### config.mk
export PLATFORM = sky130hd
export DESIGN_NAME = digitalTubeTop
export DESIGN_NICKNAME = d
export VERILOG_FILES = /design/src/hdl/busPkg.sv /design/src/hdl/tubePkg.sv /design/src/hdl/digitalTubeTop.sv /design/src/hdl/scanController.sv /design/src/hdl/scanTimer.sv /design/src/hdl/segmentDecoder.sv /design/src/hdl/tubeRegisterFile.sv
export SDC_FILE = /design/constraint.sdc
export NUM_CORES = 1
export LEC_CHECK = 0
export BUFFER_PORTS_ARGS = -buffer_cell sky130_fd_sc_hd__clkbuf_2
export CORE_MARGIN = 2
export CORE_UTILIZATION = 56
export CTS_BUF_LIST = sky130_fd_sc_hd__clkbuf_8
export DETAILED_ROUTE_END_ITERATION = 8
export GPL_TIMING_DRIVEN = 0
export PLACE_DENSITY = 0.81
export SETUP_SLACK_MARGIN = 0.15
export SYNTH_ARGS = -nofsm -noshare
export SYNTH_HDL_FRONTEND = slang
export SYNTH_HIERARCHICAL = 1
export SYNTH_SLANG_ARGS = --single-unit
export TNS_END_PERCENT = 20
### constraint.sdc
create_clock -name clock -period 3.04 [get_ports clock]
set_clock_uncertainty 0.05 [all_clocks]
set_input_delay 0.608 -clock clock [delete_from_list [all_inputs] [get_ports clock]]
set_output_delay 0.608 -clock clock [all_outputs]
set_load 0.05 [all_outputs]
### src/hdl/busPkg.sv
package busPkg;

    //////////////////////////////////////////////////////////////////////
    // AXI4-Lite widths for the display peripheral
    //////////////////////////////////////////////////////////////////////

    localparam int AXI_ADDRESS_WIDTH = 4;                 // 16-byte window
    localparam int AXI_DATA_WIDTH    = 32;
    localparam int AXI_STROBE_WIDTH  = AXI_DATA_WIDTH / 8;

    // Only the two codes this slave ever returns
    typedef enum logic [1:0] {
        OKAY   = 2'b00,
        SLVERR = 2'b10        // Unmapped address
    } axiResponseCode;

    // Manager-driven signals
    typedef struct packed {
        logic [AXI_ADDRESS_WIDTH-1:0] awAddress;
        logic                         awValid;
        logic [AXI_DATA_WIDTH-1:0]    wData;
        logic [AXI_STROBE_WIDTH-1:0]  wStrobe;
        logic                         wValid;
        logic                         bReady;
        logic [AXI_ADDRESS_WIDTH-1:0] arAddress;
        logic                         arValid;
        logic                         rReady;
    } axiLiteRequest;

    // Subordinate-driven signals
    typedef struct packed {
        logic                      awReady;
        logic                      wReady;
        logic                      bValid;
        axiResponseCode            bResponse;
        logic                      arReady;
        logic [AXI_DATA_WIDTH-1:0] rData;
        logic                      rValid;
        axiResponseCode            rResponse;
    } axiLiteResponse;

endpackage

### src/hdl/tubePkg.sv
package tubePkg;

    //////////////////////////////////////////////////////////////////////
    // Register map
    //////////////////////////////////////////////////////////////////////

    localparam logic [3:0] LOW_DATA_ADDRESS  = 4'h0;     // Digits 0 to 3
    localparam logic [3:0] HIGH_DATA_ADDRESS = 4'h4;     // Digits 4 to 7
    localparam logic [3:0] SPECIAL_ADDRESS   = 4'h8;     // DP bits and enable mask

    localparam int REGISTER_WIDTH = 16;
    localparam int REGISTER_BYTES = REGISTER_WIDTH / 8;

    //////////////////////////////////////////////////////////////////////
    // Scan parameters
    //////////////////////////////////////////////////////////////////////

    localparam int DIGIT_COUNT        = 8;
    localparam int DIGIT_INDEX_WIDTH  = $clog2(DIGIT_COUNT);
    localparam int SCAN_DIVIDE        = 64;               // Clocks per digit slot
    localparam int SCAN_COUNTER_WIDTH = $clog2(SCAN_DIVIDE);

    typedef struct packed {
        logic [REGISTER_WIDTH-1:0] specialDisplay;    // [15:8] enable mask, [7:0] DP
        logic [REGISTER_WIDTH-1:0] highData;
        logic [REGISTER_WIDTH-1:0] lowData;
    } displayRegisters;

    typedef enum logic [1:0] {
        scanIdle,
        scanBlank,
        scanShow
    } scanState;

    // Both fields active low
    typedef struct packed {
        logic [DIGIT_COUNT-1:0] anodeEnable;
        logic [7:0]             segments;    // [7:1] A to G, [0] DP
    } tubeDrive;

    // Every anode and segment off
    localparam tubeDrive DRIVE_BLANK = '{anodeEnable: '1, segments: '1};

endpackage

### src/hdl/digitalTubeTop.sv
`timescale 1ns/1ns

module digitalTubeTop import busPkg::*, tubePkg::*; (
    input  logic           clock,
    input  logic           reset,
    input  axiLiteRequest  busRequest,
    output axiLiteResponse busResponse,
    output tubeDrive       drive
);

    displayRegisters              registers;
    logic                         tick;
    logic [DIGIT_INDEX_WIDTH-1:0] digitIndex;
    logic                         showDigit;

    // Bus side
    tubeRegisterFile registerFile_i (
        .clock       (clock),
        .reset       (reset),
        .busRequest  (busRequest),
        .busResponse (busResponse),
        .registers   (registers)
    );

    ///////////////////////////////////////////////////////////////////////
    // Display scan
    ///////////////////////////////////////////////////////////////////////

    scanTimer scanTimer_i (
        .clock (clock),
        .reset (reset),
        .tick  (tick)
    );

    scanController scanController_i (
        .clock      (clock),
        .reset      (reset),
        .tick       (tick),
        .digitIndex (digitIndex),
        .showDigit  (showDigit)
    );

    segmentDecoder segmentDecoder_i (
        .clock      (clock),
        .reset      (reset),
        .registers  (registers),
        .digitIndex (digitIndex),
        .showDigit  (showDigit),
        .drive      (drive)
    );

endmodule

### src/hdl/scanController.sv
`timescale 1ns/1ns

module scanController import tubePkg::*; (
    input  logic                         clock,
    input  logic                         reset,
    input  logic                         tick,
    output logic [DIGIT_INDEX_WIDTH-1:0] digitIndex,
    output logic                         showDigit
);

    scanState state;
    scanState nextState;
    logic [DIGIT_INDEX_WIDTH-1:0] nextIndex;

    ///////////////////////////////////////////////////////////////////////
    // Next state
    ///////////////////////////////////////////////////////////////////////

    always_comb begin
        nextState = state;
        nextIndex = digitIndex;
        case (state)
            scanIdle: begin
                if (tick) begin
                    nextState = scanBlank;
                    nextIndex = '0;                 // Scan always starts at digit 0
                end
            end
            scanBlank: begin
                nextState = scanShow;               // One clock of blanking
            end
            scanShow: begin
                if (tick) begin
                    nextState = scanBlank;
                    if (digitIndex == DIGIT_INDEX_WIDTH'(DIGIT_COUNT - 1)) begin
                        nextIndex = '0;
                    end else begin
                        nextIndex = digitIndex + 1'b1;
                    end
                end
            end
            default: begin
                nextState = scanIdle;
            end
        endcase
    end

    ///////////////////////////////////////////////////////////////////////
    // State and index registers
    ///////////////////////////////////////////////////////////////////////

    always_ff @(posedge clock or posedge reset) begin
        if (reset) begin
            state      <= scanIdle;
            digitIndex <= '0;
        end else begin
            state      <= nextState;
            digitIndex <= nextIndex;
        end
    end

    // Gap state keeps the old glyph off the next anode
    assign showDigit = (state == scanShow);

endmodule

### src/hdl/scanTimer.sv
`timescale 1ns/1ns

module scanTimer import tubePkg::*; (
    input  logic clock,
    input  logic reset,
    output logic tick
);

    logic [SCAN_COUNTER_WIDTH-1:0] count;
    logic                          expired;

    assign expired = (count == '0);

    // Down-counter, reloads each slot
    always_ff @(posedge clock or posedge reset) begin
        if (reset) begin
            count <= SCAN_COUNTER_WIDTH'(SCAN_DIVIDE - 1);
        end else if (expired) begin
            count <= SCAN_COUNTER_WIDTH'(SCAN_DIVIDE - 1);
        end else begin
            count <= count - 1'b1;
        end
    end

    // Registered so the first pulse lands SCAN_DIVIDE clocks after reset
    always_ff @(posedge clock or posedge reset) begin
        if (reset) begin
            tick <= 1'b0;
        end else begin
            tick <= expired;
        end
    end

endmodule

### src/hdl/segmentDecoder.sv
`timescale 1ns/1ns

module segmentDecoder import tubePkg::*; (
    input  logic                         clock,
    input  logic                         reset,
    input  displayRegisters              registers,
    input  logic [DIGIT_INDEX_WIDTH-1:0] digitIndex,
    input  logic                         showDigit,
    output tubeDrive                     drive
);

    logic [2*REGISTER_WIDTH-1:0] allDigits;
    logic [3:0] nibble;
    logic       decimalPoint;
    logic       digitEnabled;
    logic [6:0] glyph;                                  // A..G, active high

    assign allDigits    = {registers.highData, registers.lowData};
    assign nibble       = allDigits[digitIndex*4 +: 4];
    assign decimalPoint = registers.specialDisplay[digitIndex];
    assign digitEnabled = registers.specialDisplay[DIGIT_COUNT + digitIndex];

    always_comb begin
        case (nibble)
            4'h0: glyph = 7'b1111110;
            4'h1: glyph = 7'b0110000;
            4'h2: glyph = 7'b1101101;
            4'h3: glyph = 7'b1111001;
            4'h4: glyph = 7'b0110011;
            4'h5: glyph = 7'b1011011;
            4'h6: glyph = 7'b1011111;
            4'h7: glyph = 7'b1110000;
            4'h8: glyph = 7'b1111111;
            4'h9: glyph = 7'b1111011;
            4'hA: glyph = 7'b1110111;
            4'hB: glyph = 7'b0011111;                   // Lower-case b
            4'hC: glyph = 7'b1001110;
            4'hD: glyph = 7'b0111101;                   // Lower-case d
            4'hE: glyph = 7'b1001111;
            default: glyph = 7'b1000111;                // F
        endcase
    end

    // Output register, one anode low at most
    always_ff @(posedge clock or posedge reset) begin
        if (reset) begin
            drive <= DRIVE_BLANK;
        end else if (showDigit && digitEnabled) begin
            drive.anodeEnable <= ~(DIGIT_COUNT'(1) << digitIndex);
            drive.segments    <= ~{glyph, decimalPoint};
        end else begin
            drive <= DRIVE_BLANK;
        end
    end

endmodule

### src/hdl/tubeRegisterFile.sv
`timescale 1ns/1ns

module tubeRegisterFile import busPkg::*, tubePkg::*; (
    input  logic            clock,
    input  logic            reset,
    input  axiLiteRequest   busRequest,
    output axiLiteResponse  busResponse,
    output displayRegisters registers
);

    logic writeAccept;
    logic readAccept;
    logic writeMapped;
    logic readMapped;
    logic [REGISTER_WIDTH-1:0] readValue;
    logic [REGISTER_WIDTH-1:0] writeValue;

    // Response channel state
    logic                      bValid;
    axiResponseCode            bResponse;
    logic                      rValid;
    logic [AXI_DATA_WIDTH-1:0] rData;
    axiResponseCode            rResponse;

    function automatic logic isMapped(input logic [AXI_ADDRESS_WIDTH-1:0] address);
        return address inside {LOW_DATA_ADDRESS, HIGH_DATA_ADDRESS, SPECIAL_ADDRESS};
    endfunction

    // Byte-wise merge of new data into a 16-bit register
    function automatic logic [REGISTER_WIDTH-1:0] mergeBytes(
        input logic [REGISTER_WIDTH-1:0] current,
        input logic [REGISTER_WIDTH-1:0] data,
        input logic [REGISTER_BYTES-1:0] strobe
    );
        logic [REGISTER_WIDTH-1:0] merged;
        merged = current;
        for (int i = 0; i < REGISTER_BYTES; i++) begin
            if (strobe[i]) begin
                merged[i*8 +: 8] = data[i*8 +: 8];
            end
        end
        return merged;
    endfunction

    ///////////////////////////////////////////////////////////////////////
    // Handshake
    ///////////////////////////////////////////////////////////////////////

    // Address and data taken together, never while a response waits
    assign writeAccept = busRequest.awValid && busRequest.wValid && !bValid;
    assign readAccept  = busRequest.arValid && !rValid;

    assign writeMapped = isMapped(busRequest.awAddress);
    assign readMapped  = isMapped(busRequest.arAddress);

    always_comb begin
        busResponse           = '0;
        busResponse.awReady   = writeAccept;
        busResponse.wReady    = writeAccept;
        busResponse.bValid    = bValid;
        busResponse.bResponse = bResponse;
        busResponse.arReady   = readAccept;
        busResponse.rData     = rData;
        busResponse.rValid    = rValid;
        busResponse.rResponse = rResponse;
    end

    ///////////////////////////////////////////////////////////////////////
    // Write path
    ///////////////////////////////////////////////////////////////////////

    assign writeValue = busRequest.wData[REGISTER_WIDTH-1:0];   // Upper half ignored

    always_ff @(posedge clock or posedge reset) begin
        if (reset) begin
            bValid    <= 1'b0;
            registers <= '0;
        end else begin
            if (writeAccept) begin
                bValid <= 1'b1;
                case (busRequest.awAddress)
                    LOW_DATA_ADDRESS: registers.lowData <= mergeBytes(registers.lowData,
                        writeValue, busRequest.wStrobe[REGISTER_BYTES-1:0]);
                    HIGH_DATA_ADDRESS: registers.highData <= mergeBytes(registers.highData,
                        writeValue, busRequest.wStrobe[REGISTER_BYTES-1:0]);
                    SPECIAL_ADDRESS: registers.specialDisplay <= mergeBytes(
                        registers.specialDisplay, writeValue,
                        busRequest.wStrobe[REGISTER_BYTES-1:0]);
                    default: ;                  // Unmapped, nothing written
                endcase
            end else if (bValid && busRequest.bReady) begin
                bValid <= 1'b0;
            end
        end
    end

    // Code held until the manager takes it
    always_ff @(posedge clock) begin
        if (writeAccept) begin
            bResponse <= writeMapped ? OKAY : SLVERR;
        end
    end

    ///////////////////////////////////////////////////////////////////////
    // Read path
    ///////////////////////////////////////////////////////////////////////

    always_comb begin
        case (busRequest.arAddress)
            LOW_DATA_ADDRESS:  readValue = registers.lowData;
            HIGH_DATA_ADDRESS: readValue = registers.highData;
            SPECIAL_ADDRESS:   readValue = registers.specialDisplay;
            default:           readValue = '0;
        endcase
    end

    always_ff @(posedge clock or posedge reset) begin
        if (reset) begin
            rValid <= 1'b0;
        end else if (readAccept) begin
            rValid <= 1'b1;
        end else if (rValid && busRequest.rReady) begin
            rValid <= 1'b0;
        end
    end

    always_ff @(posedge clock) begin
        if (readAccept) begin
            rData     <= AXI_DATA_WIDTH'(readValue);   // Zero-extended
            rResponse <= readMapped ? OKAY : SLVERR;
        end
    end

endmodule

==> metrics.txt <==
critical path cell sequence nor2b_2 -> buf_4 -> clkbuf_2; clk slew on worst S/H paths 90 ps; Final Power 0.00301 W; TritonCTS clock tree built; Sw Pwr 0.000827 W; largest net degree at the start of global routing 45; DP HPWL 7.29 mm; DRT Wirelength 9.72 mm; Die Y-Extent 97.0 um; DR WL/cell 17.0 um; VDD IR-drop max 0.291 mV; Worst Slack Setup Final 373 ps; Critical Path Fanout Max 18; Max Freq 375 MHz; logic gate share of total power 17.4%; Synth Flop Type dfrtp_1; final setup TNS 0 ps; Req. time, crit path 2380 ps; io pins 108; DRC viols 0; Sink Count 96; Avg Inst Size Synth 13.4 um^2; Fin. Hold Viols 0; CP endpoint kind output pin; CTS Hold Bufs 0; sequential share of power 49.8%; asr flop ratio synth 81.3%; GR Overflow Total 0; CTS Buf Count 9; endpoints failing setup 0; CTS root buffer clkbuf_8; power share of the clock group 32.8%; Max Transition Viols Final 0; vias in the first global route 3144; final worst path period share 87.7%; Yosys reg bits 96; Starting DRT DRC Count 155; Die Wd 97.0 um; Cell Area, Synth 4840 um^2; area of the core 8300 um^2; FP Rows 33; gpl congestion 0.834; minimum clock period 2670 ps; setup bufs post-CTS 0; area grow syn2layout 16.8%; DR vias 3142; WS Path Type flop to output pin; I/O Buffers 70; Tot GR Track Use 21.6%; ANT cells 0; Post-CTS Resized 0; Initial Utilization 58.3%; drt first pass iters 4; share of cells above drive strength 1 48.1%; antenna violations before repair 0; slowest CP cell nor2b_2; Antenna Nets Post-Route 0; Arr. time, crit path 2010 ps; Post-synth EDFFs 18; Static Leak 2.69 nW; outcome finished, final reports clean; deepest clock path buffer count 2; Gate Count Post-Synth 362; first-pass GRT wire length 16.0 mm; worst hold path type primary input to async pin; Worst Setup Start Kind flop; # H-tree levels 3; Int Power 0.00218 W; clk_lat worst skew 360 ps; Max transition margin 37.6%; Die ar. 9410 um^2; CP peak stage delay 740 ps; synth unique cells 55; CP bufs+invs 2; Worst path top cell family by delay simple AND/OR/NAND/NOR gates; unrepaired setup endpoints after global routing no; Layout Nets 522; yosys warns 6; pwr/cell area 532 nW/um^2; switching share of power 27.5%; fin util 68.1%; pre-CTS setup slack 408 ps; DR vias/cell 5.50; Max Cap Violations 0; Seq/Total Area, Yosys 52.0%; worst slew pin tran 932 ps
[layout by cell type (no fill, tap or decap), types with 2 or more instances in the layout]
cell / Yosys / routed
o21ai_1: 3 / 3
o21ai_0: 15 / 15
bufinv_16: 0 / 3
inv_1: 15 / 15
dfrtp_1: 56 / 56
or3_1: 2 / 2
clkbuf_2: 0 / 70
a211o_1: 2 / 2
mux2_4: 2 / 2
edfxtp_1: 18 / 18
a21oi_1: 2 / 2
xnor2_1: 3 / 3
buf_4: 25 / 25
nor2_1: 8 / 8
nand3_2: 2 / 2
mux4_2: 8 / 8
nand3_1: 2 / 2
dfstp_2: 22 / 22
nand2_1: 28 / 28
mux2i_1: 26 / 26
mux2i_4: 2 / 2
clkbuf_1: 2 / 2
nor3b_1: 3 / 3
and2_1: 2 / 2
buf_2: 6 / 6
nand3b_1: 6 / 6
buf_6: 3 / 3
clkbuf_8: 0 / 10
ha_1: 10 / 10
and4b_1: 2 / 2
nand2_2: 4 / 4
o221ai_1: 3 / 3
nor3_2: 2 / 2
conb_1: 1 / 18
mux2_2: 53 / 53
nor4b_4: 2 / 2
[stage by stage]
stage / instances / cell area, um^2 / hold WS [ps]
final: 571 / 5660 / 120
after global routing: 571 / 5660 / 132
after CTS: 571 / 5660 / 103
after detailed placement: 555 / 5410 / 409
after global placement: 554 / 5390 / 398
after floorplan: 379 / 4910 / 337
[sequential cells by signal, indices dropped and copies added, names as in the netlist]
| signal | flops |
|---|---|
| scanTimer_i/tick | 1 |
| segmentDecoder_i/drive | 16 |
| registerFile_i/bValid | 1 |
| scanController_i/digitIndex | 3 |
| scanTimer_i/count | 6 |
| registerFile_i/bResponse | 1 |
| scanController_i/state | 2 |
| registerFile_i/registers | 48 |
| registerFile_i/rValid | 1 |
| registerFile_i/rData | 16 |
| registerFile_i/rResponse | 1 |
[final timing paths]
kind	start	endpoint	slack, ps	cells past startpoint
max reg2reg	scanController_i/digitIndex[1]	segmentDecoder_i/drive[7]	660	10
min reg2reg	scanTimer_i/count[0]	scanTimer_i/count[0]	420	1
max in group asynchronous	reset	segmentDecoder_i/drive[13]	2270	2
min in group clock	busRequest[6]	registerFile_i/bValid	370	2
max	registerFile_i/rValid	busResponse[35]	370	3
min	reset	registerFile_i/registers[30]	120	2
[layer usage]
layer	GRT usage [%]	up-vias	part of all wire, %
li1	-	1452	-
met1	29.2	1567	43
met2	35.4	113	50
met3	4.48	10	5.9
met4	6.50	0	1.2
met5	0	-	0
[layout make-up]
cell class	count	area, um^2
Tap cell	105	131
Sequential cell	96	2520
Inverter	15	56.3
Clock buffer	10	138
Timing Repair Buffer	71	370
Multi-Input combinational cell	231	2060
Fill cell	600	2640
Clock inverter	6	108
Buffer	37	274
[cell families after synthesis]
group           synth area share, %
fa+ha+maj                      2.58
other cells                  0.0774
xor+xnor                      0.543
buf+inv                        6.82
simple gates                   9.38
compound gates                 5.04
flops                          52.0
mux                            23.5
[worst reg2reg max path: stages (launching register included)]
cell       delay [ps]
dfrtp_1           390
buf_4             190
buf_8             150
buf_6             150
mux4_2            330
mux2i_4           260
inv_1             130
ha_1              260
and2_1            150
o21ai_1           130
o2111ai_1         120
[Yosys cell counts (all sizes together) (2+ instances only)]
| library cell | count | area share [%] |
|---|---|---|
| xnor2 | 3 | 0.54 |
| clkbuf | 2 | 0.16 |
| o221ai | 3 | 0.54 |
| buf | 35 | 5.5 |
| mux2 | 55 | 13 |
| and4b | 2 | 0.41 |
| nor3 | 3 | 0.52 |
| o211ai | 2 | 0.41 |
| nand3 | 4 | 0.62 |
| a21oi | 2 | 0.21 |
| nor2 | 8 | 0.62 |
| inv | 15 | 1.2 |
| nor3b | 3 | 0.47 |
| nand2 | 32 | 2.7 |
| nor2b | 2 | 0.41 |
| nor4b | 2 | 0.98 |
| ha | 10 | 2.6 |
| o21ai | 18 | 1.9 |
| and2 | 2 | 0.26 |
| dfrtp | 56 | 29 |
| or3 | 2 | 0.26 |
| mux2i | 28 | 6.3 |
| mux4 | 9 | 4.3 |
| a211o | 2 | 0.36 |
| dfstp | 22 | 12 |
| nand3b | 6 | 0.93 |
| edfxtp | 18 | 11 |
[power by group through the flow]
stage | logic [W] | clock network (W) | registers, W
floorplan | 0.000321 | 0 | 0.00159
global placement | 0.000507 | 0 | 0.00152
finish | 0.000524 | 0.000988 | 0.00150
CTS | 0.000525 | 0.00101 | 0.00150
detailed placement | 0.000523 | 0 | 0.00152
global route | 0.000560 | 0.00106 | 0.00151
Power figures use the tool's default switching activity.
